`src/jtag2_pkg.sv`:
```
// shared definitions for the two-wire debug TAP slave
// frame state encoding, group-select codes,
// default widths and line-reset run length
`default_nettype none

package jtag2_pkg;

  // ========================================
  // frame states
  // ========================================
  // gray coded, neighbouring states differ in one bit
  typedef enum logic [3:0] {
    ST_IDLE   = 4'b0000,
    ST_START  = 4'b0001,
    ST_RW     = 4'b0011,
    ST_RS     = 4'b0010,
    ST_TRN1   = 4'b0110,
    ST_DATA   = 4'b0111,
    ST_SYNC   = 4'b0101,
    ST_PARITY = 4'b0100,
    ST_TRN2   = 4'b1100
  } frame_state_t;

  // ========================================
  // register group select
  // ========================================
  // first RS bit on the pin lands in bit 0
  typedef logic [1:0] grp_sel_t;

  // instruction group, 8 data cycles
  localparam grp_sel_t GRP_IR = 2'b10;
  // data group, 32 data cycles
  localparam grp_sel_t GRP_DR = 2'b11;
  // codes 00 and 01 run 8 data cycles with no effect

  // ========================================
  // defaults
  // ========================================
  localparam int DR_WIDTH_DEF     = 32;
  localparam int IR_WIDTH_DEF     = 8;
  // high cycles before a line reset is flagged
  localparam int LINE_RST_LEN_DEF = 80;

endpackage

`default_nettype wire

```
`src/jtag2_ctrl_if.sv`:
```
// frame-phase strobes between frame controller and data path
// all signals are one-tclk levels decoded from the frame state
`timescale 1ns/10ps
`default_nettype none

interface jtag2_ctrl_if;

  // DATA state, instruction group
  logic shift_ir;
  // DATA state, data group
  logic shift_dr;
  // TRN1 of a data-group read
  logic capture_dr;
  // SYNC state of a read
  logic sync_bit;
  // PARITY state
  logic parity_bit;
  // latched read/write bit, 1 = read
  logic read_op;
  // TRN1 of a read, pin turns to output
  logic oe_set;
  // TRN2 or line reset, pin back to input
  logic oe_clr;

  // frame controller side
  modport ctrl (
    output shift_ir, shift_dr, capture_dr, sync_bit,
    output parity_bit, read_op, oe_set, oe_clr
  );

  // data path side
  modport data (
    input shift_ir, shift_dr, capture_dr, sync_bit,
    input parity_bit, read_op, oe_set, oe_clr
  );

endinterface

`default_nettype wire

```
`src/jtag2_data_path.sv`:
```
// data path
// shared shift register for instruction and data group,
// read-back parity, falling-edge pin driver and output enable
`timescale 1ns/10ps
`default_nettype none

module jtag2_data_path #(
  parameter int DR_WIDTH = 32
) (
  input  wire                 tclk,
  input  wire                 trst_b,
  input  wire                 tms_i,
  input  wire  [DR_WIDTH-1:0] rd_data_i,
  output logic [DR_WIDTH-1:0] data_o,
  output logic                tms_o,
  output logic                tms_oe_o,
  jtag2_ctrl_if.data          ctrl_if
);

  // top bit of the instruction inside the shifter
  localparam int IR_MSB = jtag2_pkg::IR_WIDTH_DEF - 1;

  logic [DR_WIDTH-1:0] shift_q;
  logic [DR_WIDTH-1:0] shift_d;
  logic                rd_par_q;
  logic                rd_shift;

  // read-back bit goes out while the data group shifts
  assign rd_shift = ctrl_if.shift_dr && ctrl_if.read_op;

  // ========================================
  // shift register
  // ========================================
  // lsb first, new bits enter at the top
  always_comb begin
    shift_d = shift_q;
    if (ctrl_if.capture_dr) begin
      shift_d = rd_data_i;
    end else if (ctrl_if.shift_dr) begin
      shift_d = {tms_i, shift_q[DR_WIDTH-1:1]};
    end else if (ctrl_if.shift_ir) begin
      // instruction sits in the low bits, rest cleared
      shift_d             = '0;
      shift_d[IR_MSB:0]   = {tms_i, shift_q[IR_MSB:1]};
    end
  end

  always_ff @(posedge tclk) begin
    shift_q <= shift_d;
  end

  assign data_o = shift_q;

  // read parity, 1 xor every bit sent
  always_ff @(posedge tclk) begin
    if (ctrl_if.capture_dr) begin
      rd_par_q <= 1'b1;
    end else if (rd_shift) begin
      rd_par_q <= rd_par_q ^ shift_q[0];
    end
  end

  // ========================================
  // pin output
  // ========================================
  // updated on the falling edge, half a cycle before the host samples
  // idle level is high
  always_ff @(negedge tclk or negedge trst_b) begin
    if (!trst_b) begin
      tms_o <= 1'b1;
    end else if (ctrl_if.sync_bit) begin
      tms_o <= 1'b0;
    end else if (rd_shift) begin
      tms_o <= shift_q[0];
    end else if (ctrl_if.parity_bit && ctrl_if.read_op) begin
      tms_o <= rd_par_q;
    end else begin
      tms_o <= 1'b1;
    end
  end

  // output enable spans SYNC to TRN2 of a read
  // clear has priority so a line reset always releases the pin
  always_ff @(posedge tclk or negedge trst_b) begin
    if (!trst_b) begin
      tms_oe_o <= 1'b0;
    end else if (ctrl_if.oe_clr) begin
      tms_oe_o <= 1'b0;
    end else if (ctrl_if.oe_set) begin
      tms_oe_o <= 1'b1;
    end
  end

endmodule

`default_nettype wire

```
`src/jtag2_frame_ctrl.sv`:
```
// frame controller
// frame state machine, read/write latch, group-select shifter,
// data-length counter and write-parity check
// decodes states into data path strobes and host strobes
`timescale 1ns/10ps
`default_nettype none

module jtag2_frame_ctrl #(
  parameter int DR_WIDTH = 32,
  parameter int IR_WIDTH = 8
) (
  input  wire          tclk,
  input  wire          trst_b,
  input  wire          tap_en_i,
  input  wire          tms_i,
  input  wire          line_rst_i,
  output logic         update_ir_o,
  output logic         update_dr_o,
  output logic         capture_dr_o,
  jtag2_ctrl_if.ctrl   ctrl_if
);

  // wide enough for DR_WIDTH-1
  localparam int CNT_W = $clog2(DR_WIDTH);

  jtag2_pkg::frame_state_t state_q;
  jtag2_pkg::frame_state_t state_d;

  logic                 read_q;
  jtag2_pkg::grp_sel_t  rs_q;
  logic                 rs_cnt_q;
  logic [CNT_W-1:0]     data_cnt_q;
  logic                 parity_q;

  logic                 sel_ir;
  logic                 sel_dr;
  logic                 in_data;
  logic                 in_trn1;
  logic                 in_trn2;

  // ========================================
  // state register
  // ========================================
  // line reset wins over every transition
  always_ff @(posedge tclk or negedge trst_b) begin
    if (!trst_b) begin
      state_q <= jtag2_pkg::ST_IDLE;
    end else if (line_rst_i) begin
      state_q <= jtag2_pkg::ST_IDLE;
    end else begin
      state_q <= state_d;
    end
  end

  // next state
  always_comb begin
    state_d = state_q;
    case (state_q)
      jtag2_pkg::ST_IDLE: begin
        // low pin is the start bit
        if (tap_en_i && !tms_i) begin
          state_d = jtag2_pkg::ST_RW;
        end else if (tap_en_i) begin
          state_d = jtag2_pkg::ST_START;
        end
      end
      jtag2_pkg::ST_START: begin
        if (!tms_i) begin
          state_d = jtag2_pkg::ST_RW;
        end
      end
      jtag2_pkg::ST_RW: begin
        state_d = jtag2_pkg::ST_RS;
      end
      jtag2_pkg::ST_RS: begin
        // two select bits
        if (!rs_cnt_q) begin
          state_d = jtag2_pkg::ST_TRN1;
        end
      end
      jtag2_pkg::ST_TRN1: begin
        // reads insert a sync cycle
        if (read_q) begin
          state_d = jtag2_pkg::ST_SYNC;
        end else begin
          state_d = jtag2_pkg::ST_DATA;
        end
      end
      jtag2_pkg::ST_SYNC: begin
        state_d = jtag2_pkg::ST_DATA;
      end
      jtag2_pkg::ST_DATA: begin
        if (data_cnt_q == '0) begin
          state_d = jtag2_pkg::ST_PARITY;
        end
      end
      jtag2_pkg::ST_PARITY: begin
        state_d = jtag2_pkg::ST_TRN2;
      end
      jtag2_pkg::ST_TRN2: begin
        // back to back frames, no idle in between
        state_d = jtag2_pkg::ST_START;
      end
      default: begin
        state_d = jtag2_pkg::ST_IDLE;
      end
    endcase
  end

  // ========================================
  // frame header fields
  // ========================================
  // read/write bit, 1 = read
  always_ff @(posedge tclk or negedge trst_b) begin
    if (!trst_b) begin
      read_q <= 1'b0;
    end else if (state_q == jtag2_pkg::ST_RW) begin
      read_q <= tms_i;
    end
  end

  // group select, shifted in from the top
  // rs_cnt_q marks the first RS cycle
  always_ff @(posedge tclk or negedge trst_b) begin
    if (!trst_b) begin
      rs_q     <= '0;
      rs_cnt_q <= 1'b0;
    end else if (state_q == jtag2_pkg::ST_RW) begin
      rs_cnt_q <= 1'b1;
    end else if (state_q == jtag2_pkg::ST_RS) begin
      rs_q     <= {tms_i, rs_q[1]};
      rs_cnt_q <= 1'b0;
    end
  end

  assign sel_ir  = (rs_q == jtag2_pkg::GRP_IR);
  assign sel_dr  = (rs_q == jtag2_pkg::GRP_DR);
  assign in_data = (state_q == jtag2_pkg::ST_DATA);
  assign in_trn1 = (state_q == jtag2_pkg::ST_TRN1);
  assign in_trn2 = (state_q == jtag2_pkg::ST_TRN2);

  // data length, loaded once the group is known
  // unused groups take the short length
  always_ff @(posedge tclk or negedge trst_b) begin
    if (!trst_b) begin
      data_cnt_q <= '0;
    end else if (in_trn1) begin
      data_cnt_q <= sel_dr ? CNT_W'(DR_WIDTH - 1) : CNT_W'(IR_WIDTH - 1);
    end else if (in_data) begin
      data_cnt_q <= data_cnt_q - 1'b1;
    end
  end

  // ========================================
  // write parity
  // ========================================
  // odd parity over data and parity bit, zero means good
  always_ff @(posedge tclk or negedge trst_b) begin
    if (!trst_b) begin
      parity_q <= 1'b1;
    end else if (state_q == jtag2_pkg::ST_RW) begin
      parity_q <= 1'b1;
    end else if (in_data && (sel_ir || sel_dr)) begin
      parity_q <= parity_q ^ tms_i;
    end else if (state_q == jtag2_pkg::ST_PARITY) begin
      parity_q <= parity_q ^ tms_i;
    end
  end

  // ========================================
  // strobes
  // ========================================
  // updates only for good writes, instruction reads do nothing
  assign update_ir_o  = in_trn2 && sel_ir && !read_q && !parity_q;
  assign update_dr_o  = in_trn2 && sel_dr && !read_q && !parity_q;
  assign capture_dr_o = in_trn1 && sel_dr && read_q;

  assign ctrl_if.shift_ir   = in_data && sel_ir;
  assign ctrl_if.shift_dr   = in_data && sel_dr;
  assign ctrl_if.capture_dr = capture_dr_o;
  assign ctrl_if.sync_bit   = (state_q == jtag2_pkg::ST_SYNC);
  assign ctrl_if.parity_bit = (state_q == jtag2_pkg::ST_PARITY);
  assign ctrl_if.read_op    = read_q;
  assign ctrl_if.oe_set     = in_trn1 && read_q;
  assign ctrl_if.oe_clr     = in_trn2 || line_rst_i;

endmodule

`default_nettype wire

```
`src/jtag2_line_reset.sv`:
```
// line reset detector
// counts consecutive high pin cycles, flags while the count is zero
`timescale 1ns/10ps
`default_nettype none

module jtag2_line_reset #(
  parameter int LINE_RST_LEN = 80
) (
  input  wire  tclk,
  input  wire  trst_b,
  input  wire  tms_i,
  output logic line_rst_o
);

  // room for the reload value itself
  localparam int CNT_W = $clog2(LINE_RST_LEN + 1);

  logic [CNT_W-1:0] rst_cnt_q;

  // down-counter
  // any low cycle restarts the run, zero wraps back to full length
  always_ff @(posedge tclk or negedge trst_b) begin
    if (!trst_b) begin
      rst_cnt_q <= CNT_W'(LINE_RST_LEN);
    end else if (!tms_i) begin
      rst_cnt_q <= CNT_W'(LINE_RST_LEN);
    end else if (rst_cnt_q != '0) begin
      rst_cnt_q <= rst_cnt_q - 1'b1;
    end else begin
      rst_cnt_q <= CNT_W'(LINE_RST_LEN);
    end
  end

  // high during the cycle after LINE_RST_LEN high samples
  assign line_rst_o = (rst_cnt_q == '0);

endmodule

`default_nettype wire

```
`src/jtag2_tap_top.sv`:
```
// two-wire debug TAP slave, top level
// line reset detector, frame controller and data path
// joined through one control interface
`timescale 1ns/10ps
`default_nettype none

module jtag2_tap_top #(
  parameter int DR_WIDTH     = jtag2_pkg::DR_WIDTH_DEF,
  parameter int IR_WIDTH     = jtag2_pkg::IR_WIDTH_DEF,
  parameter int LINE_RST_LEN = jtag2_pkg::LINE_RST_LEN_DEF
) (
  input  wire                 tclk,
  input  wire                 trst_b,
  input  wire                 tap_en_i,
  input  wire                 tms_i,
  input  wire  [DR_WIDTH-1:0] rd_data_i,
  output logic                tms_o,
  output logic                tms_oe_o,
  output logic                line_rst_o,
  output logic                update_ir_o,
  output logic                update_dr_o,
  output logic                capture_dr_o,
  output logic [DR_WIDTH-1:0] data_o
);

  // frame phase strobes
  jtag2_ctrl_if u_ctrl_if ();

  // ========================================
  // line reset
  // ========================================
  jtag2_line_reset #(
    .LINE_RST_LEN (LINE_RST_LEN)
  ) u_line_reset (
    .tclk       (tclk),
    .trst_b     (trst_b),
    .tms_i      (tms_i),
    .line_rst_o (line_rst_o)
  );

  // ========================================
  // frame control and data
  // ========================================
  jtag2_frame_ctrl #(
    .DR_WIDTH (DR_WIDTH),
    .IR_WIDTH (IR_WIDTH)
  ) u_frame_ctrl (
    .tclk         (tclk),
    .trst_b       (trst_b),
    .tap_en_i     (tap_en_i),
    .tms_i        (tms_i),
    .line_rst_i   (line_rst_o),
    .update_ir_o  (update_ir_o),
    .update_dr_o  (update_dr_o),
    .capture_dr_o (capture_dr_o),
    .ctrl_if      (u_ctrl_if.ctrl)
  );

  jtag2_data_path #(
    .DR_WIDTH (DR_WIDTH)
  ) u_data_path (
    .tclk      (tclk),
    .trst_b    (trst_b),
    .tms_i     (tms_i),
    .rd_data_i (rd_data_i),
    .data_o    (data_o),
    .tms_o     (tms_o),
    .tms_oe_o  (tms_oe_o),
    .ctrl_if   (u_ctrl_if.data)
  );

endmodule

`default_nettype wire

```
`config.mk`:
```
export PLATFORM = sky130hd
export DESIGN_NAME = jtag2_tap_top
export DESIGN_NICKNAME = d
export VERILOG_FILES = /design/src/jtag2_pkg.sv /design/src/jtag2_ctrl_if.sv /design/src/jtag2_data_path.sv /design/src/jtag2_frame_ctrl.sv /design/src/jtag2_line_reset.sv /design/src/jtag2_tap_top.sv
export SDC_FILE = /design/constraint.sdc
export NUM_CORES = 1
export LEC_CHECK = 0
export ABC_AREA = 1
export BUFFER_PORTS_ARGS = -buffer_cell sky130_fd_sc_hd__clkbuf_2
export CAP_MARGIN = 30
export CORE_AREA = 2 2 74 76
export DETAILED_ROUTE_END_ITERATION = 10
export DIE_AREA = 0 0 76 78
export PLACE_DENSITY = 0.83
export SLEW_MARGIN = 20
export SYNTH_ARGS = -nofsm -noshare
export SYNTH_HDL_FRONTEND = slang
export SYNTH_SLANG_ARGS = --single-unit
```
`constraint.sdc`:
```
create_clock -name tclk -period 3.25 [get_ports tclk]
set_clock_uncertainty 0.05 [all_clocks]
set_input_delay 0.325 -clock tclk [delete_from_list [all_inputs] [get_ports tclk]]
set_output_delay 0.325 -clock tclk [all_outputs]
set_load 0.01 [all_outputs]
```
==> results by group <==
Worst hold path
  – Worst hold path type: primary input to flop
  – Hold Path End: u_data_path.data_o[21]
  – Hold path depth: 3
  – Hold path start: rd_data_i[21]

Synth
  – Top_reg_cell synth: edfxtp_1
  – Area of the mapped netlist: 2820 um^2
  – Asr flop ratio synth: 0.411
  – #FFs+latches synth: 56
  – Synth area leaders: edfxtp_1 34%, dfrtp_1 17%, nand2_1 15%
  – Sequential cell area fraction in the yosys report: 0.555
  – Most common cell in the netlist: nand2_1
  – Post-synth EDFFs: 32
  – Synth warnings: 0
  – Post-synth cell types: 37
  – Cell taking the most area after synthesis: edfxtp_1
  – Mean Syn Cell Area: 8.91 um^2
  – Syn Nets: 355
  – Yosys top cell area share: 0.341
  – Top cells by count, synth: 110 x nand2_1, 45 x nand3_1, 32 x edfxtp_1
  – Gate Count Post-Synth: 316

Timing
  – Final-report hold violation count: 0
  – Max-slew violations: 0
  – Endpoints failing setup: 0
  – RSZ-0062 raised after global routing: false
  – Worst slew margin: 0.730
  – TNS Setup: 0 ns
  – Slew @ Worst Pin: 0.405 ns

Finish
  – P&R area growth vs syn: 19.8%
  – Fill cells: 414
  – Footprint of the multi-input gates: 1040 um^2
  – Final net count: 430
  – Share of layout cells above drive strength 1: 0.270
  – Core occupancy in the finished layout: 0.669
  – Layout Cells excl Fill: 462
  – Sequential standard cell area: 1560 um^2
  – Diode count: 0

Setup path
  – Reg2reg end: u_data_path.tms_o
  – Critical Path Stages: 1
  – WP data arrival: 2.60 ns
  – Critical Path RT: 2.87 ns
  – Register-to-register path setup slack: 0.32 ns
  – Crit path capture type: primary output
  – Startpoint Class: flop
  – Slowest cell on crit path: dfstp_2
  – Sequence of cells on the critical path: clkbuf_2
  – Path depth of the worst reg2reg path: 4
  – Worst flop-to-flop path startpoint: u_frame_ctrl.state_q[0]
  – CP Buf/Inv Count: 1
  – CP Max Fanout: 1
  – Critical path's top delay family: flip-flops
  – Slowest stage delay, CP: 0.50 ns
  – Critical path type: flop to primary output

Clock network
  – Worst-Skew Late Latency: 0.30 ns
  – Clock Pin Slew Worst Setup and Hold Paths: 0.10 ns
  – CTS tree: done
  – CTS Buf Count: 5
  – Clock Sinks: 56
  – Max clock buf depth: 2
  – H-tree levels: 2
  – Clk root buf: clkbuf_8

Power
  – Power density cells: 695 nW/um^2
  – Psw: 803 uW
  – Lkg Pwr: 0.00169 uW
  – P_int: 1540 uW
  – Combinational fraction of design power: 0.295
  – Max IR drop VDD: 273 uV
  – Reg power frac: 0.444
  – Clock power share: 0.261
  – Switching share of power: 0.343

Floorplanning
  – Core area: 5040 um^2
  – Die H: 78 um
  – # IOs: 74
  – Initial core utilization: 0.558
  – Die ar.: 5930 um^2
  – Die Wd: 76 um
  – # rows: 26

Drt
  – Via count: 2385
  – 1st-iter DRT viols: 170
  – Via density: 5.16
  – WL final: 5810 um
  – Drt wl/cell: 12.6 um
  – DRC viols: 0
  – First-pass DRT Iterations: 5
  – Antenna violation net count after detailed routing: 0

GRT
  – Antenna violations before repair: 0
  – Pin count of the biggest net entering global routing: 35
  – All-Layer GR Usage: 0.202
  – First-pass GRT wire length: 9720 um
  – Number of global-route vias before repair: 2154
  – Grt total ovfl: 0

Placement
  – Detailed Place HPWL: 4230 um
  – Placed cells: 453
  – Global placer's final weighted congestion: 0.924
  – PortBufs: 73

Status
  – Status: complete, no violations

Run
  – Max Cap Violations: 0
==> worst max-delay path by stage <==
stage / to / slack, ns / from
floorplan: u_data_path.tms_o / 0.45 / u_frame_ctrl.state_q[1]
global placement: u_data_path.tms_o / 0.38 / u_frame_ctrl.state_q[0]
detailed placement: u_data_path.tms_o / 0.31 / u_frame_ctrl.state_q[0]
CTS: tms_o / 0.26 / u_data_path.tms_o
global route: tms_o / 0.24 / u_data_path.tms_o
finish: tms_o / 0.27 / u_data_path.tms_o
==> cells by family (layout without fill, tap and decap cells) <==
| kind of cell | count (synthesis) | after routing | share of synthesized area |
|---|---|---|---|
| simple gates | 195 | 195 | 0.308 |
| fa+ha+maj | 3 | 3 | 0.0133 |
| compound gates | 20 | 20 | 0.0400 |
| xor+xnor | 3 | 3 | 0.00934 |
| buf+inv | 39 | 115 | 0.0747 |
| flops | 56 | 56 | 0.555 |
==> sequential cells by signal, indices dropped and copies added, names as in the netlist <==
name,cells
u_data_path.data_o,32
u_data_path.rd_par_q,1
u_data_path.tms_o,1
u_data_path.tms_oe_o,1
u_frame_ctrl.ctrl_if.read_op,1
u_frame_ctrl.data_cnt_q,5
u_frame_ctrl.parity_q,1
u_frame_ctrl.rs_cnt_q,1
u_frame_ctrl.rs_q,2
u_frame_ctrl.state_q,4
u_line_reset.rst_cnt_q,7
==> layout make-up <==
cell class | count | area share
flip-flops and latches | 56 | 0.463
multi-input cells | 221 | 0.309
repair buffers | 78 | 0.120
inverters | 28 | 0.0334
clock inverters | 4 | 0.0278
well taps | 70 | 0.0260
clock buffers | 5 | 0.0204
==> timing repair <==
action / CTS / global route
hold buffers: 1 / 0
hold endpoints to repair: 19 / 0
buffers inserted: 0 / 0
gates resized for setup: 0 / 0
==> layer usage <==
layer | wire [um] | track usage | vias up
met5 | 0 | 0 | -
met4 | 42 | 0.0655 | 0
met3 | 423 | 0.0337 | 4
met2 | 2810 | 0.327 | 116
met1 | 2540 | 0.281 | 1088
li1 | - | - | 1177
==> power by group through the flow <==
stage	combinational, uW	sequential, uW	clock, uW
5_1_grt	780	1060	654
4_1_cts	694	1040	621
6_report	692	1040	613
2_1_floorplan	542	1020	3.85
3_3_place_gp	671	1040	3.85
3_5_place_dp	686	1050	3.85
==> cells in the final DEF (no fill, tap or decap), types with 2 or more instances in the layout <==
| cell type | synthesis | routed |
|---|---|---|
| nand2_2 | 6 | 6 |
| nand4_1 | 2 | 2 |
| nand2_1 | 110 | 110 |
| ha_1 | 3 | 3 |
| a22oi_1 | 2 | 2 |
| nand3_1 | 45 | 45 |
| bufinv_16 | 0 | 3 |
| edfxtp_1 | 32 | 32 |
| dfstp_2 | 4 | 4 |
| nor2_1 | 19 | 19 |
| dfrtp_1 | 19 | 19 |
| xnor2_1 | 2 | 2 |
| clkbuf_2 | 0 | 73 |
| clkbuf_8 | 0 | 5 |
| a21oi_1 | 5 | 5 |
| o21ai_0 | 10 | 10 |
| buf_4 | 2 | 4 |
| nor2_4 | 2 | 2 |
| nor3_1 | 3 | 3 |
| inv_1 | 26 | 26 |
| or2_2 | 2 | 2 |
==> metrics by stage <==
step / power [uW] / hold slack (ns) / instance area [um^2] / setup slack, ns
floorplan: 1570 / -0.0206 / 2820 / 0.448
global placement: 1720 / 0.299 / 3200 / 0.380
detailed placement: 1740 / 0.297 / 3200 / 0.312
CTS: 2350 / 0.220 / 3370 / 0.264
global route: 2490 / 0.228 / 3370 / 0.245
finish: 2350 / 0.227 / 3370 / 0.270
(Power assumes the default switching activity.)
